--- config.mk ---
export PLATFORM = sky130hd
export DESIGN_NAME = byte_serializer_flat
export DESIGN_NICKNAME = d
export VERILOG_FILES = /design/src/hw/frame_buf_pkg.sv /design/src/hw/eth_bus_pkg.sv /design/src/hw/byte_out_if.sv /design/src/hw/byte_serializer.sv /design/src/flat_wrapper.sv
export SDC_FILE = /design/constraint.sdc
export NUM_CORES = 1
export LEC_CHECK = 0
export BUFFER_PORTS_ARGS = -buffer_cell sky130_fd_sc_hd__buf_4
export CELL_PAD_IN_SITES_DETAIL_PLACEMENT = 1
export CELL_PAD_IN_SITES_GLOBAL_PLACEMENT = 2
export CORE_ASPECT_RATIO = 1.1
export CORE_MARGIN = 2
export CORE_UTILIZATION = 37
export CTS_BUF_LIST = sky130_fd_sc_hd__clkbuf_8
export CTS_CLUSTER_DIAMETER = 60
export DETAILED_ROUTE_END_ITERATION = 8
export PLACE_DENSITY = 0.87
export SETUP_SLACK_MARGIN = 0.1
export SLEW_MARGIN = 10
export SYNTH_ARGS = -nofsm -noshare
export SYNTH_HDL_FRONTEND = slang
export SYNTH_SLANG_ARGS = --single-unit
export TNS_END_PERCENT = 30
--- constraint.sdc ---
create_clock -name rx_clk -period 1.35 [get_ports rx_clk]
set_input_delay 0.2025 -clock rx_clk [delete_from_list [all_inputs] [get_ports rx_clk]]
set_output_delay 0.2025 -clock rx_clk [all_outputs]
set_load 0.03 [all_outputs]
--- src/hw/frame_buf_pkg.sv ---
`default_nettype none

// Types used on the buffer and readout side
package frame_buf_pkg;

	// Byte position inside a buffered word
	// Lane 0 is the top octet and goes out first
	typedef logic [1:0] lane_idx_t;

	//////////////////////////////////////////////////
	// Pop controller states

	// IDLE       wait for a committed frame and tx_ready
	// LEN_TAKE   pop the length, fetch the first word
	// WORD_WAIT  first word comes back from the buffer
	// BYTE_OUT   step through the lanes, one byte per cycle
	// RELEASE    free the frame's words in the buffer
	typedef enum logic [2:0] {
		IDLE,
		LEN_TAKE,
		WORD_WAIT,
		BYTE_OUT,
		RELEASE
	} pop_state_t;

endpackage

`default_nettype wire

--- src/hw/eth_bus_pkg.sv ---
`default_nettype none

// Types of the Ethernet receive and transmit buses
package eth_bus_pkg;

	// One octet on the transmit side
	typedef logic [7:0] eth_byte_t;

	// One receive word
	// First byte of the frame sits in the top octet
	typedef logic [31:0] eth_word_t;

	// Valid bytes in a receive word, 1 to 4
	typedef logic [2:0] eth_lanes_t;

	// Frame length in bytes
	// 11 bits cover anything up to 2047 bytes
	typedef logic [10:0] frame_len_t;

endpackage

`default_nettype wire
--- src/hw/byte_out_if.sv ---
`timescale 1ns/100ps
`default_nettype none

// Lane control from the pop controller to the byte serializer
interface byte_out_if
	import frame_buf_pkg::*;
();
	logic      frame_start;  // One pulse per frame
	logic      load;         // Take the word on rd_data
	lane_idx_t lane;         // Byte picked from the held word
	logic      byte_en;      // Picked byte goes out

	modport ctrl (output frame_start, load, lane, byte_en);
	modport target (input frame_start, load, lane, byte_en);

endinterface

`default_nettype wire

--- src/hw/byte_serializer.sv ---
`timescale 1ns/100ps
`default_nettype none

// Splits buffered words into transmit bytes
// All transmit outputs leave from flops
module byte_serializer
	import eth_bus_pkg::*;
(
	input wire              rx_clk,
	input wire              rx_rst,
	byte_out_if.target      ser,
	input wire eth_word_t   word,
	output logic            tx_start,
	output logic            tx_data_valid,
	output eth_byte_t       tx_data
);
	eth_word_t held_word;
	eth_byte_t sel_byte;

	// MSB first on the wire
	always_comb begin
		case (ser.lane)
			2'd0:    sel_byte = held_word[31:24];
			2'd1:    sel_byte = held_word[23:16];
			2'd2:    sel_byte = held_word[15:8];
			default: sel_byte = held_word[7:0];
		endcase
	end

	// Data path
	always_ff @(posedge rx_clk) begin
		if (ser.load)
			held_word <= word;
		if (ser.byte_en)
			tx_data <= sel_byte;
	end

	// Strobes
	always_ff @(posedge rx_clk) begin
		if (rx_rst) begin
			tx_start      <= 1'b0;
			tx_data_valid <= 1'b0;
		end else begin
			tx_start      <= ser.frame_start;
			tx_data_valid <= ser.byte_en;
		end
	end

endmodule

`default_nettype wire

--- src/flat_wrapper.sv ---
// flat-port wrapper written by rule: the top's interface ports become plain ports
module byte_serializer_flat import eth_bus_pkg::*;
  (rx_clk, rx_rst, word, tx_start, tx_data_valid, tx_data, ser_frame_start, ser_load, ser_lane, ser_byte_en);
  byte_out_if ser_i ();
  input wire rx_clk;
  input wire rx_rst;
  input wire eth_word_t word;
  output logic tx_start;
  output logic tx_data_valid;
  output eth_byte_t tx_data;
  input wire logic [$bits(ser_i.frame_start)-1:0] ser_frame_start;
  input wire logic [$bits(ser_i.load)-1:0] ser_load;
  input wire logic [$bits(ser_i.lane)-1:0] ser_lane;
  input wire logic [$bits(ser_i.byte_en)-1:0] ser_byte_en;
  assign ser_i.frame_start = ser_frame_start;
  assign ser_i.load = ser_load;
  assign ser_i.lane = ser_lane;
  assign ser_i.byte_en = ser_byte_en;
  byte_serializer u_core (.rx_clk(rx_clk), .rx_rst(rx_rst), .ser(ser_i), .word(word), .tx_start(tx_start), .tx_data_valid(tx_data_valid), .tx_data(tx_data));
endmodule
## Word level (Yosys, flattened, before mapping)

Index checks and enable logic that the tools add are counted.

| cells by class | value |
|---|---|
| $add $sub $neg | 0 |
| $mul | 0 |
| div/mod/pow operators | 0 |
| magnitude comparators | 0 |
| eq/ne operators | 2 |
| shifts and indexed selects | 0 |
| multiplexer cells | 1 |
| bitwise logic cells | 0 |
| reduce and logical (&&, ||, !) cells | 1 |

Operator list:

| kind | number |
|---|---|
| $pmux 8 s3 | 1 |
| $eq 2x1->1 const B | 1 |
| $eq 2x2->1 const B | 1 |
| $logic_not 2->1 | 1 |

| word-level totals | value |
|---|---|
| bits in registers | 42 |
| latch bits | 0 |
| RAM bits | 0 |
| ROM bits | 0 |
| input port bits | 39 |
| output and inout port bits | 10 |
| logic and storage cells | 8 |
| memories kept | 0 |

## Logic depth before layout (Yosys ltp)

Gate-level depths: netlist of the first run.

| logic depth | value |
|---|---|
| depth in word-level cells | 2 |
| mapped depth | 2 |
| gate-level depth less buffers | 1 |

## Worst setup path before layout of the first run

Ideal clock, no wire load.

| timing | value |
|---|---|
| kind | input-to-reg |
| start | in ser_lane[0] |
| end | reg u_core.tx_data[0] (data pin) |
| library setup time | 0.272 ns |
| arrival | 0.809 ns |
| required time | 1.078 ns |
| setup slack | 0.269 ns |
| stages | 2 |
| path buffers | 1 |
| cell sequence | buf_6 > mux4_2 |

| between the ends | value |
|---|---|
| word-level cells in the longest chain between the ends | 2 |
| elaborated cells on any way between the ends | 4 |
| classes of those cells | eq/ne: 2; mux: 1; reduce/logical: 1 |

Ends and longest elaborated chain:

| item | RTL line | text |
|---|---|---|
| from (decl) | flat_wrapper.sv:13 | `input wire logic [$bits(ser_i.lane)-1:0] ser_lane;` |
| $eq 2x2->1, or another cell as far along | byte_serializer.sv:22 | `case (ser.lane)` |
| $pmux 8 s3 * | byte_serializer.sv:22 |  |
| net u_core.sel_byte[0] | byte_serializer.sv:18 | `eth_byte_t sel_byte;` |
| to (signal assigned) | byte_serializer.sv:35 | `tx_data <= sel_byte;` |
| to (decl) | byte_serializer.sv:15 | `output eth_byte_t tx_data` |

The timed path passes the listed nets; every way through them passes the cells marked *.
A chain may end at the register's enable or synchronous reset.

## Worst setup path in the final report of the first run

| timing | value |
|---|---|
| start | reg u_core.held_word[31] |
| end | reg u_core.tx_data[7] (data pin) |

| between the ends | value |
|---|---|
| word-level cells in the longest chain between the ends | 1 |

Ends and longest elaborated chain:

| item | RTL line | text |
|---|---|---|
| from (decl) | byte_serializer.sv:17 | `eth_word_t held_word;` |
| from (signal assigned) | byte_serializer.sv:33 | `held_word <= word;` |
| $pmux 8 s3 | byte_serializer.sv:22 |  |
| net u_core.sel_byte[7] | byte_serializer.sv:18 |  |

The timed path passes the listed nets, and every way through them passes these cells.

==> impl_metrics.yaml, run 1 <==
timing:
  setup_violations: 0
  hold_viol: 0
  rsz0062_at_grt: "false"
  finalCritPeriodShare_pct: 82.1
  slew_headroom_pct: 73.4
  skew_ns: 0.00202
  fin_setup_tns_ns: 0
  clock.fmax_mhz: 902
  maxSlewViolCount: 0
  worstMarginPinSlew_ns: 0.399
  fin_crit_ns: 1.11
clock_tree:
  ctsResizeCount: 0
  cts_root_buf: "clkbuf_8"
  clkTransAtPathRegs_ns: 0.07
  post_cts_buffers: 0
  clkSinkCount: 42
  holdBufCountCts: 0
  numCtsBuffers: 5
  clockBufferDepth: 2
  cts_tree: "built"
  clock_latency_ns: 0.28
  cts_max_level: 2
floorplanning:
  dieHeight_um: 69.8
  initial_utilization_pct: 39.2
  die_area_um2: 4450
  die_w_um: 63.8
  core_um2: 3710
  num_rows: 23
  ios: 49
route:
  drcViolationCount: 0
  antenna_left: 0
  wirelength_mm: 2.50
  wl_per_cell_um: 15.8
  drt_iter0_drc: 28
  vias: 713
  avgViaCountPerCell: 4.51
  drt_pre_antenna_iters: 4
global_routing:
  grt_pass1_vias: 819
  grt.total_usage_pct: 12.2
  grt_max_degree: 33
  grt_pass1_wl_mm: 3.88
  overflow: 0
  antenna_found_initial: 0
min_path:
  min_path_type: "primary input to flip-flop"
  hold_start: "rx_rst"
  holdPathEnd: "u_core.tx_data_valid$_SDFF_PP0_"
  holdPathStages: 2
cells_and_area:
  stdcell_count: 158
  layout-drive-gt1-share_pct: 58.3
  fillerInstances: 330
  n_antenna_cell: 0
  multi_input_area_um2: 193
  fin_util_pct: 53.0
  syn_to_final_growth_pct: 35.1
  regArea_um2: 1240
  layout.nets: 147
setup_path:
  arrival_ns: 1.13
  crit_path_cell_trace: "mux4_2"
  r2r_end: "u_core.tx_data[7]$_DFFE_PP_"
  crit_fanout: 1
  required_ns: 1.37
  slowest_delay_ns: 0.47
  cpMaxStageDelayCell: "mux4_2"
  path_class: "flip-flop to flip-flop"
  r2r_start: "u_core.held_word[31]$_DFFE_PP_"
  start_kind: "flip-flop"
  crit_buf_inv: 0
  r2r_slack_ns: 0.24
  reg2regPathDepth: 1
  cp-end-kind: "flip-flop"
  crit_family: "multiplexers"
synth:
  syn_avg_cell_area_um2: 27.0
  synth_area_um2: 1460
  synth_cells: 54
  synth_simple_gate_area_share_pct: 0.859
  ys_types: 5
  synth-compound-area-share_pct: 0
  synthXorXnorAreaFrac_pct: 0
  yosys.area.top_type: "edfxtp_1"
  yosysWarnings: 0
  synth_nets: 93
  synth_seq_area_share_pct: 85.2
  synth_fa_ha_area_share_pct: 0
  synthTopCellsByArea: "edfxtp_1 82%, mux4_2 12%, dfxtp_1 2.7%, buf_6 1.5%, nor2b_1 0.86%"
  synth_mux_area_share_pct: 12.4
  synth_top_family_by_area: "multiplexers"
  synth_top_area_share_pct: 82.5
  synth_seq_cells: 42
placed_design:
  place_congestion: 0.678
  port_buffers: 48
  dp_cells: 151
power_and_ir_drop:
  vdd.ir_drop.worst_uv: 809
  p_leak_nw: 0.751
  power_density_nw_per_um2: 1400
job:
  drv_cap: 0
run_status:
  status: "finished, final reports clean"
## cell type report
cell class | instances | area share [%]
flip-flops and latches | 42 | 63.1
clock buffers | 5 | 3.50
repair buffers | 49 | 18.7
multi-input cells | 10 | 9.80
clock inverters | 2 | 1.72
well taps | 50 | 3.18
## synth_stat cells (all sizes together)
| library cell | n |
|---|---|
| mux4 | 8 |
| dfxtp | 2 |
| buf | 2 |
| nor2b | 2 |
| edfxtp | 40 |
## state kept, by name (all words and copies together), names as in the netlist
| name | cells |
|---|---|
| u_core.held_word | 32 |
| u_core.tx_data | 8 |
| u_core.tx_data_valid | 1 |
| u_core.tx_start | 1 |
## power breakdown
part	switching, mW	internal, mW
logic	0.120	0.148
clock network	0.379	0.534
registers	0.0268	1.55
total	0.526	2.23
## worst max-delay path by stage
stage	start	to	slack, ns	cells after the start
3_5_place_dp	ser_lane[0]	u_core.tx_data[7]$_DFFE_PP_	0.14	2
5_1_grt	u_core.held_word[7]$_DFFE_PP_	u_core.tx_data[7]$_DFFE_PP_	0.20	1
2_1_floorplan	ser_lane[0]	u_core.tx_data[0]$_DFFE_PP_	0.27	2
6_report	u_core.held_word[31]$_DFFE_PP_	u_core.tx_data[7]$_DFFE_PP_	0.24	1
3_3_place_gp	ser_lane[0]	u_core.tx_data[3]$_DFFE_PP_	0.18	2
4_1_cts	u_core.held_word[7]$_DFFE_PP_	u_core.tx_data[7]$_DFFE_PP_	0.23	1
## cell families (layout without fill, tap and decap cells)
| kind of cell | Yosys count | in the layout |
|---|---|---|
| muxes | 8 | 8 |
| buffers and inverters | 2 | 56 |
| and+or+nand+nor | 2 | 2 |
| DFF | 42 | 42 |
## layout by cell type, fill, tap and decap left out, drive strengths merged
cell,count
nor2b,2
clkinv,1
clkbuf,5
mux4,8
dfxtp,2
bufinv,1
edfxtp,40
buf,49
## metal layers
layer  vias to the layer above  share of wire [%]  GRT usage, %
li1                        332                  -             -
met1                       338                 39          13.7
met2                        41                 52          19.8
met3                         2                8.2          4.71
met4                         0               0.60          6.52
met5                         -                  0             0
## through the flow
| step | instance area, um2 | hold WS (ns) | worst slack (ns) | power (mW) |
|---|---|---|---|---|
| floorplan | 1460 | 0.274 | 0.269 | 1.71 |
| global placement | 1860 | 0.371 | 0.176 | 1.86 |
| detailed placement | 1860 | 0.373 | 0.137 | 1.88 |
| CTS | 1970 | 0.0629 | 0.229 | 2.80 |
| global route | 1970 | 0.0655 | 0.199 | 2.87 |
| finish | 1970 | 0.0763 | 0.241 | 2.75 |
Note: power is estimated with default switching activity, not from simulation.
==> run 2, diff against run 1 <==
--- a/config.mk
+++ b/config.mk
@@ -5,16 +5,17 @@
 export SDC_FILE = /design/constraint.sdc
 export NUM_CORES = 1
 export LEC_CHECK = 0
+export ABC_AREA = 1
 export BUFFER_PORTS_ARGS = -buffer_cell sky130_fd_sc_hd__buf_4
 export CELL_PAD_IN_SITES_DETAIL_PLACEMENT = 1
 export CELL_PAD_IN_SITES_GLOBAL_PLACEMENT = 2
 export CORE_ASPECT_RATIO = 1.1
 export CORE_MARGIN = 2
-export CORE_UTILIZATION = 37
+export CORE_UTILIZATION = 35
 export CTS_BUF_LIST = sky130_fd_sc_hd__clkbuf_8
 export CTS_CLUSTER_DIAMETER = 60
 export DETAILED_ROUTE_END_ITERATION = 8
-export PLACE_DENSITY = 0.87
+export PLACE_DENSITY = 0.88
 export SETUP_SLACK_MARGIN = 0.1
 export SLEW_MARGIN = 10
 export SYNTH_ARGS = -nofsm -noshare
==> constraint.sdc (replaced) <==
create_clock -name rx_clk -period 1.2 [get_ports rx_clk]
set_input_delay 0.18 -clock rx_clk [delete_from_list [all_inputs] [get_ports rx_clk]]
set_output_delay 0.18 -clock rx_clk [all_outputs]
set_load 0.03 [all_outputs]
==> run 2 against run 1 <==
Net effect: worst hold slack got worse by 0.029 ns; critical endpoint is now tx_data[7]; non-clock buffer count decreased by 1; largest power group unchanged; register-to-register slack better by 0.11 ns; area after synthesis rose by 4.6%; setup slack got worse by 0.10 ns; first-iteration DRC count is the same; combinational power increased by 12%.
==> impl_metrics.yaml, run 2 <==
timing:
  maxSlewViolCount: 0
  fin_setup_tns_ns: 0
  fin_hold_ws_ns: 0.0473
  rsz0062_at_grt: "false"
  skew_ns: 0.00767
  setup_violations: 0
  finalCritPeriodShare_pct: 88.4
  clock.fmax_mhz: 943
  slew_headroom_pct: 73.7
  finalWorstSetupSlack_ns: 0.139
  fin_crit_ns: 1.06
  worstMarginPinSlew_ns: 0.394
  hold_viol: 0
cells_and_area:
  layout.nets: 183
  largest_reg_flops: 32
  syn_to_final_growth_pct: 32.1
  largest-register: "u_core.held_word"
  layout-drive-gt1-share_pct: 39.3
  fillerInstances: 461
  final_common_cell: "buf_4"
  layout_common_cells: "47 x buf_4, 40 x edfxtp_1, 24 x nand3_1, 8 x nand2_1, 8 x nand4_1"
  n_antenna_cell: 0
  top_regs: "u_core.held_word x32, u_core.tx_data x8"
clock_tree:
  cts_max_level: 2
  cts_root_buf: "clkbuf_8"
  clockBufferDepth: 2
  numCtsBuffers: 5
  clock_latency_ns: 0.29
  clkSinkCount: 42
  holdBufCountCts: 0
  cts_tree: "built"
  clkTransAtPathRegs_ns: 0.08
global_routing:
  overflow: 0
  grt_max_degree: 33
  grt.total_usage_pct: 14.5
  grt_pass1_wl_mm: 5.01
  antenna_found_initial: 0
  grt_pass1_vias: 1042
setup_path:
  slowest_delay_ns: 0.40
  r2r_start: "u_core.held_word[16]$_DFFE_PP_"
  arrival_ns: 0.88
  reg2regPathDepth: 2
  cp-end-kind: "primary output"
  r2r_slack_ns: 0.35
  crit_family: "flip-flops"
  crit_fanout: 1
  r2r_end: "u_core.tx_data[0]$_DFFE_PP_"
  cpMaxStageDelayCell: "edfxtp_1"
  crit_buf_inv: 1
  start_kind: "flip-flop"
  path_class: "flip-flop to primary output"
  crit_path_cell_trace: "buf_4"
  required_ns: 1.02
placed_design:
  place_ws_ns: 0.235
  port_buffers: 48
  place_congestion: 0.705
min_path:
  holdPathStages: 2
  min_path_type: "primary input to flip-flop"
  hold_start: "rx_rst"
  holdPathEnd: "u_core.tx_data_valid$_SDFF_PP0_"
synth:
  synth_nets: 132
  ys_types: 11
  synth-main-ff-cell: "edfxtp_1"
  yosysMostFrequentCell: "edfxtp_1"
  synthTopCellsByArea: "edfxtp_1 79%, nand3_1 7.9%, nand4_1 3.3%, dfxtp_1 2.6%, buf_6 2.2%"
  synth_top_area_share_pct: 78.8
  synth_common_cells: "40 x edfxtp_1, 24 x nand3_1, 8 x nand2_1, 8 x nand4_1, 3 x buf_6"
  synth_edf_count: 40
  syn_avg_cell_area_um2: 16.4
  synth_seq_cells: 42
  async_flop_share_pct: 0
  synth_cells: 93
  yosysWarnings: 0
  synth_seq_area_share_pct: 81.4
  yosys.area.top_type: "edfxtp_1"
  synth_area_um2: 1520
power_and_ir_drop:
  vdd.ir_drop.worst_uv: 803
  power_density_nw_per_um2: 1560
  p_leak_nw: 0.795
  p_total_mw: 3.15
route:
  vias: 948
  antenna_left: 0
  drcViolationCount: 0
  wl_per_cell_um: 16.2
  wirelength_mm: 3.22
  drt_pre_antenna_iters: 4
  drt_iter0_drc: 28
  avgViaCountPerCell: 4.76
floorplanning:
  core_um2: 4250
  ios: 49
  dieHeight_um: 73.2
  initial_utilization_pct: 35.8
  num_rows: 25
  die_area_um2: 4900
  die_w_um: 66.9
job:
  drv_cap: 0
run_status:
  status: "finished, final reports clean"
run 2: changes by cell type after synthesis, moves of 2 or more:
cell / before / now
inv_1: 0 / 2
mux4_2: 8 / 0
inv_2: 0 / 2
nor2b_1: 2 / 0
nand4_1: 0 / 8
nand2_1: 0 / 8
nand3_1: 0 / 24
nor2_1: 0 / 2
run 2: layout make-up:
type	count	area, um2	area share (%)
clock inverter	3	37.5	1.86
multi-input combinational	43	219	10.9
timing repair buffer	48	364	18.1
inverter	4	15.0	0.746
tap	54	67.6	3.36
clock buffer	5	68.8	3.42
sequential	42	1240	61.7
run 2: how the worst max path moves through the flow:
stage / start / endpoint / slack, ns / cells after the start
global placement: ser_lane[0] / u_core.tx_data[1]$_DFFE_PP_ / 0.25 / 4
CTS: u_core.tx_data[0]$_DFFE_PP_ / tx_data[0] / 0.13 / 1
global route: u_core.tx_data[0]$_DFFE_PP_ / tx_data[0] / 0.11 / 1
floorplan: ser_lane[0] / u_core.tx_data[1]$_DFFE_PP_ / 0.37 / 4
detailed placement: ser_lane[0] / u_core.tx_data[6]$_DFFE_PP_ / 0.23 / 4
finish: u_core.tx_data[7]$_DFFE_PP_ / tx_data[7] / 0.14 / 1
run 2: stage by stage:
stage / util [%] / cells / instance area, um2
floorplan: - / 93 / 1520
global placement: 44.7 / 191 / 1900
detailed placement: 44.7 / 191 / 1900
CTS: 47.2 / 199 / 2010
global route: 47.3 / 199 / 2010
finish: 47.3 / 199 / 2010
run 2: cell families (layout without fill, tap and decap cells):
logic type / after synthesis / count (layout) / share of synthesized area (%)
and+or+nand+nor: 43 / 43 / 14.4
DFF: 42 / 42 / 81.4
buffers and inverters: 8 / 60 / 4.19
run 2: routing by layer:
layer / vias to the layer above / GRT usage, % / routed length, um
li1: 452 / - / -
met1: 463 / 14.5 / 1160
met2: 29 / 27.7 / 1870
met3: 4 / 4.78 / 168
met4: 0 / 4.76 / 21
met5: - / 0 / 0
run 2: power breakdown:
| part | switching [mW] | internal, mW |
|---|---|---|
| logic | 0.160 | 0.140 |
| clock network | 0.461 | 0.606 |
| registers | 0.0446 | 1.74 |
run 2: timing repair:
item	in CTS	in global routing
buffers inserted	0	0
gates resized for setup	0	1
endpoints found under the setup margin	0	1
==> run 3, diff against run 2 <==
--- a/config.mk
+++ b/config.mk
@@ -9,13 +9,14 @@
 export BUFFER_PORTS_ARGS = -buffer_cell sky130_fd_sc_hd__buf_4
 export CELL_PAD_IN_SITES_DETAIL_PLACEMENT = 1
 export CELL_PAD_IN_SITES_GLOBAL_PLACEMENT = 2
-export CORE_ASPECT_RATIO = 1.1
+export CORE_ASPECT_RATIO = 0.5
 export CORE_MARGIN = 2
-export CORE_UTILIZATION = 35
+export CORE_UTILIZATION = 30
 export CTS_BUF_LIST = sky130_fd_sc_hd__clkbuf_8
 export CTS_CLUSTER_DIAMETER = 60
 export DETAILED_ROUTE_END_ITERATION = 8
-export PLACE_DENSITY = 0.88
+export HOLD_SLACK_MARGIN = 0.05
+export PLACE_DENSITY = 0.78
 export SETUP_SLACK_MARGIN = 0.1
 export SLEW_MARGIN = 10
 export SYNTH_ARGS = -nofsm -noshare
==> run 3 against run 2 <==
Net effect: cell area grew 8.2%; clock skew grew 0.0013 ns; setup slack gained 0.036 ns; register-to-register slack gained 0.02 ns; non-clock buffer count grew 17; clock power shrank 20%; critical path type unchanged.
==> impl_metrics.yaml, run 3 (synthesis gave the netlist of run 2 again) <==
global_routing:
  overflow: 0
  grt.total_usage_pct: 11.6
  grt_pass1_vias: 1003
  grt_pass1_wl_mm: 4.73
  antenna_found_initial: 0
  grt_max_degree: 33
floorplanning:
  dieHeight_um: 54.4
  die_area_um2: 5700
  die_w_um: 105
  initial_utilization_pct: 31.0
  num_rows: 18
  core_um2: 4910
  ios: 49
power_and_ir_drop:
  p_comb_share_pct: 11.7
  p_leak_nw: 0.846
  switchingPower_mw: 0.668
  swShare_pct: 22.4
  p_seq_share_pct: 59.4
  vdd.ir_drop.worst_uv: 428
  pwr-share-clk_pct: 28.9
  power_density_nw_per_um2: 1370
  p_int_mw: 2.31
cells_and_area:
  final_common_cell: "buf_4"
  layout.nets: 200
  syn_to_final_growth_pct: 42.9
  stdcell_count: 232
  layout_common_cells: "48 x buf_4, 40 x edfxtp_1, 24 x nand3_1, 17 x dlygate4sd3_1"
  largest-register: "u_core.held_word"
  n_antenna_cell: 0
  top_regs: "u_core.held_word x32, u_core.tx_data x8"
  largest_reg_flops: 32
  layout-drive-gt1-share_pct: 35.8
timing:
  slew_headroom_pct: 72.8
  finalWorstSetupSlack_ns: 0.176
  worstMarginPinSlew_ns: 0.407
  skew_ns: 0.00895
  setup_violations: 0
  maxSlewViolCount: 0
  clock.fmax_mhz: 976
  fin_setup_tns_ns: 0
  rsz0062_at_grt: "false"
  fin_crit_ns: 1.02
  finalCritPeriodShare_pct: 85.4
  hold_viol: 0
setup_path:
  r2r_end: "u_core.tx_data[1]$_DFFE_PP_"
  cpMaxStageDelayCell: "edfxtp_1"
  arrival_ns: 0.84
  start_kind: "flip-flop"
  crit_fanout: 1
  crit_path_cell_trace: "buf_4"
  cp-endpoint: "tx_data[7]"
  r2r_start: "u_core.held_word[1]$_DFFE_PP_"
  critPathLaunch: "u_core.tx_data[7]$_DFFE_PP_"
  worst-path-stages: 1
  path_class: "flip-flop to primary output"
  crit_buf_inv: 1
  reg2regPathDepth: 2
  slowest_delay_ns: 0.37
  cp-end-kind: "primary output"
  r2r_slack_ns: 0.37
  crit_family: "flip-flops"
  required_ns: 1.02
clock_tree:
  ctsResizeCount: 0
  clkSinkCount: 42
  cts_root_buf: "clkbuf_8"
  cts_max_level: 2
  numCtsBuffers: 5
  clockBufferDepth: 2
  clkTransAtPathRegs_ns: 0.08
  clock_latency_ns: 0.29
  cts_tree: "built"
route:
  wirelength_mm: 3.13
  vias: 1001
  wl_per_cell_um: 13.5
  drcViolationCount: 0
  avgViaCountPerCell: 4.31
  drt_iter0_drc: 20
  drt_pre_antenna_iters: 3
  antenna_left: 0
placed_design:
  place_congestion: 0.688
  port_buffers: 48
  place_ws_ns: 0.210
  dp_cells: 207
job:
  drv_cap: 0
run_status:
  status: "finished, final reports clean"
min_path:
  min_path_type: "primary input to flip-flop"
  holdPathStages: 1
-- run 3: cell count changes in the layout (fill, tap and decap cells not counted) --
| cell | change |
|---|---|
| clkinv_1 | +1 |
| clkinv_2 | +1 |
| buf_4 | +1 |
| dlygate4sd3_1 | +17 |
| buf_6 | -1 |
| inv_1 | -2 |
| clkinvlp_4 | +1 |
| bufinv_16 | -1 |
-- run 3: layout make-up --
type,instances,area (um2)
Fill cell,538,2730
Sequential cell,42,1240
Timing Repair Buffer,65,531
Multi-Input combinational cell,43,219
Tap cell,70,87.6
Clock buffer,5,68.8
Clock inverter,3,16.3
Inverter,4,15.0
-- run 3: stage by stage --
step / cell area (um2) / total power, mW / utilization (%) / hold WS [ns]
final: 2180 / 2.98 / 44.4 / 0.0648
after detailed placement: 1920 / 2.11 / 39.2 / 0.354
after global placement: 1920 / 2.10 / 39.2 / 0.346
after global routing: 2180 / 3.11 / 44.4 / 0.0502
after floorplan: 1520 / 1.93 / - / 0.251
after CTS: 2140 / 3.02 / 43.6 / 0.0504
-- run 3: worst min-delay path by stage --
stage / startpoint / endpoint / slack (ns)
3_3_place_gp: rx_rst / u_core.tx_start$_SDFF_PP0_ / 0.35
6_report: word[30] / u_core.held_word[30]$_DFFE_PP_ / 0.06
2_1_floorplan: rx_rst / u_core.tx_data_valid$_SDFF_PP0_ / 0.25
3_5_place_dp: rx_rst / u_core.tx_data_valid$_SDFF_PP0_ / 0.35
5_1_grt: word[26] / u_core.held_word[26]$_DFFE_PP_ / 0.05
4_1_cts: word[21] / u_core.held_word[21]$_DFFE_PP_ / 0.05
-- run 3: power groups by stage --
stage	clock [mW]	combinational, mW	sequential, mW
5_1_grt	0.950	0.376	1.78
4_1_cts	0.903	0.340	1.77
6_report	0.861	0.347	1.77
3_3_place_gp	0	0.297	1.81
2_1_floorplan	0	0.0816	1.85
3_5_place_dp	0	0.307	1.80
-- run 3: what timing repair did --
item,in CTS,in global routing
buffers inserted,0,0
endpoints found under the hold margin,14,4
hold buffers,13,4
-- run 3: routing by layer --
metal	GRT usage, %	share of wire (%)	vias to the layer above
met5	0	0	-
met2	21.1	53	16
met3	3.33	3.1	5
met4	7.33	1.8	0
met1	12.7	42	489
li1	-	-	491
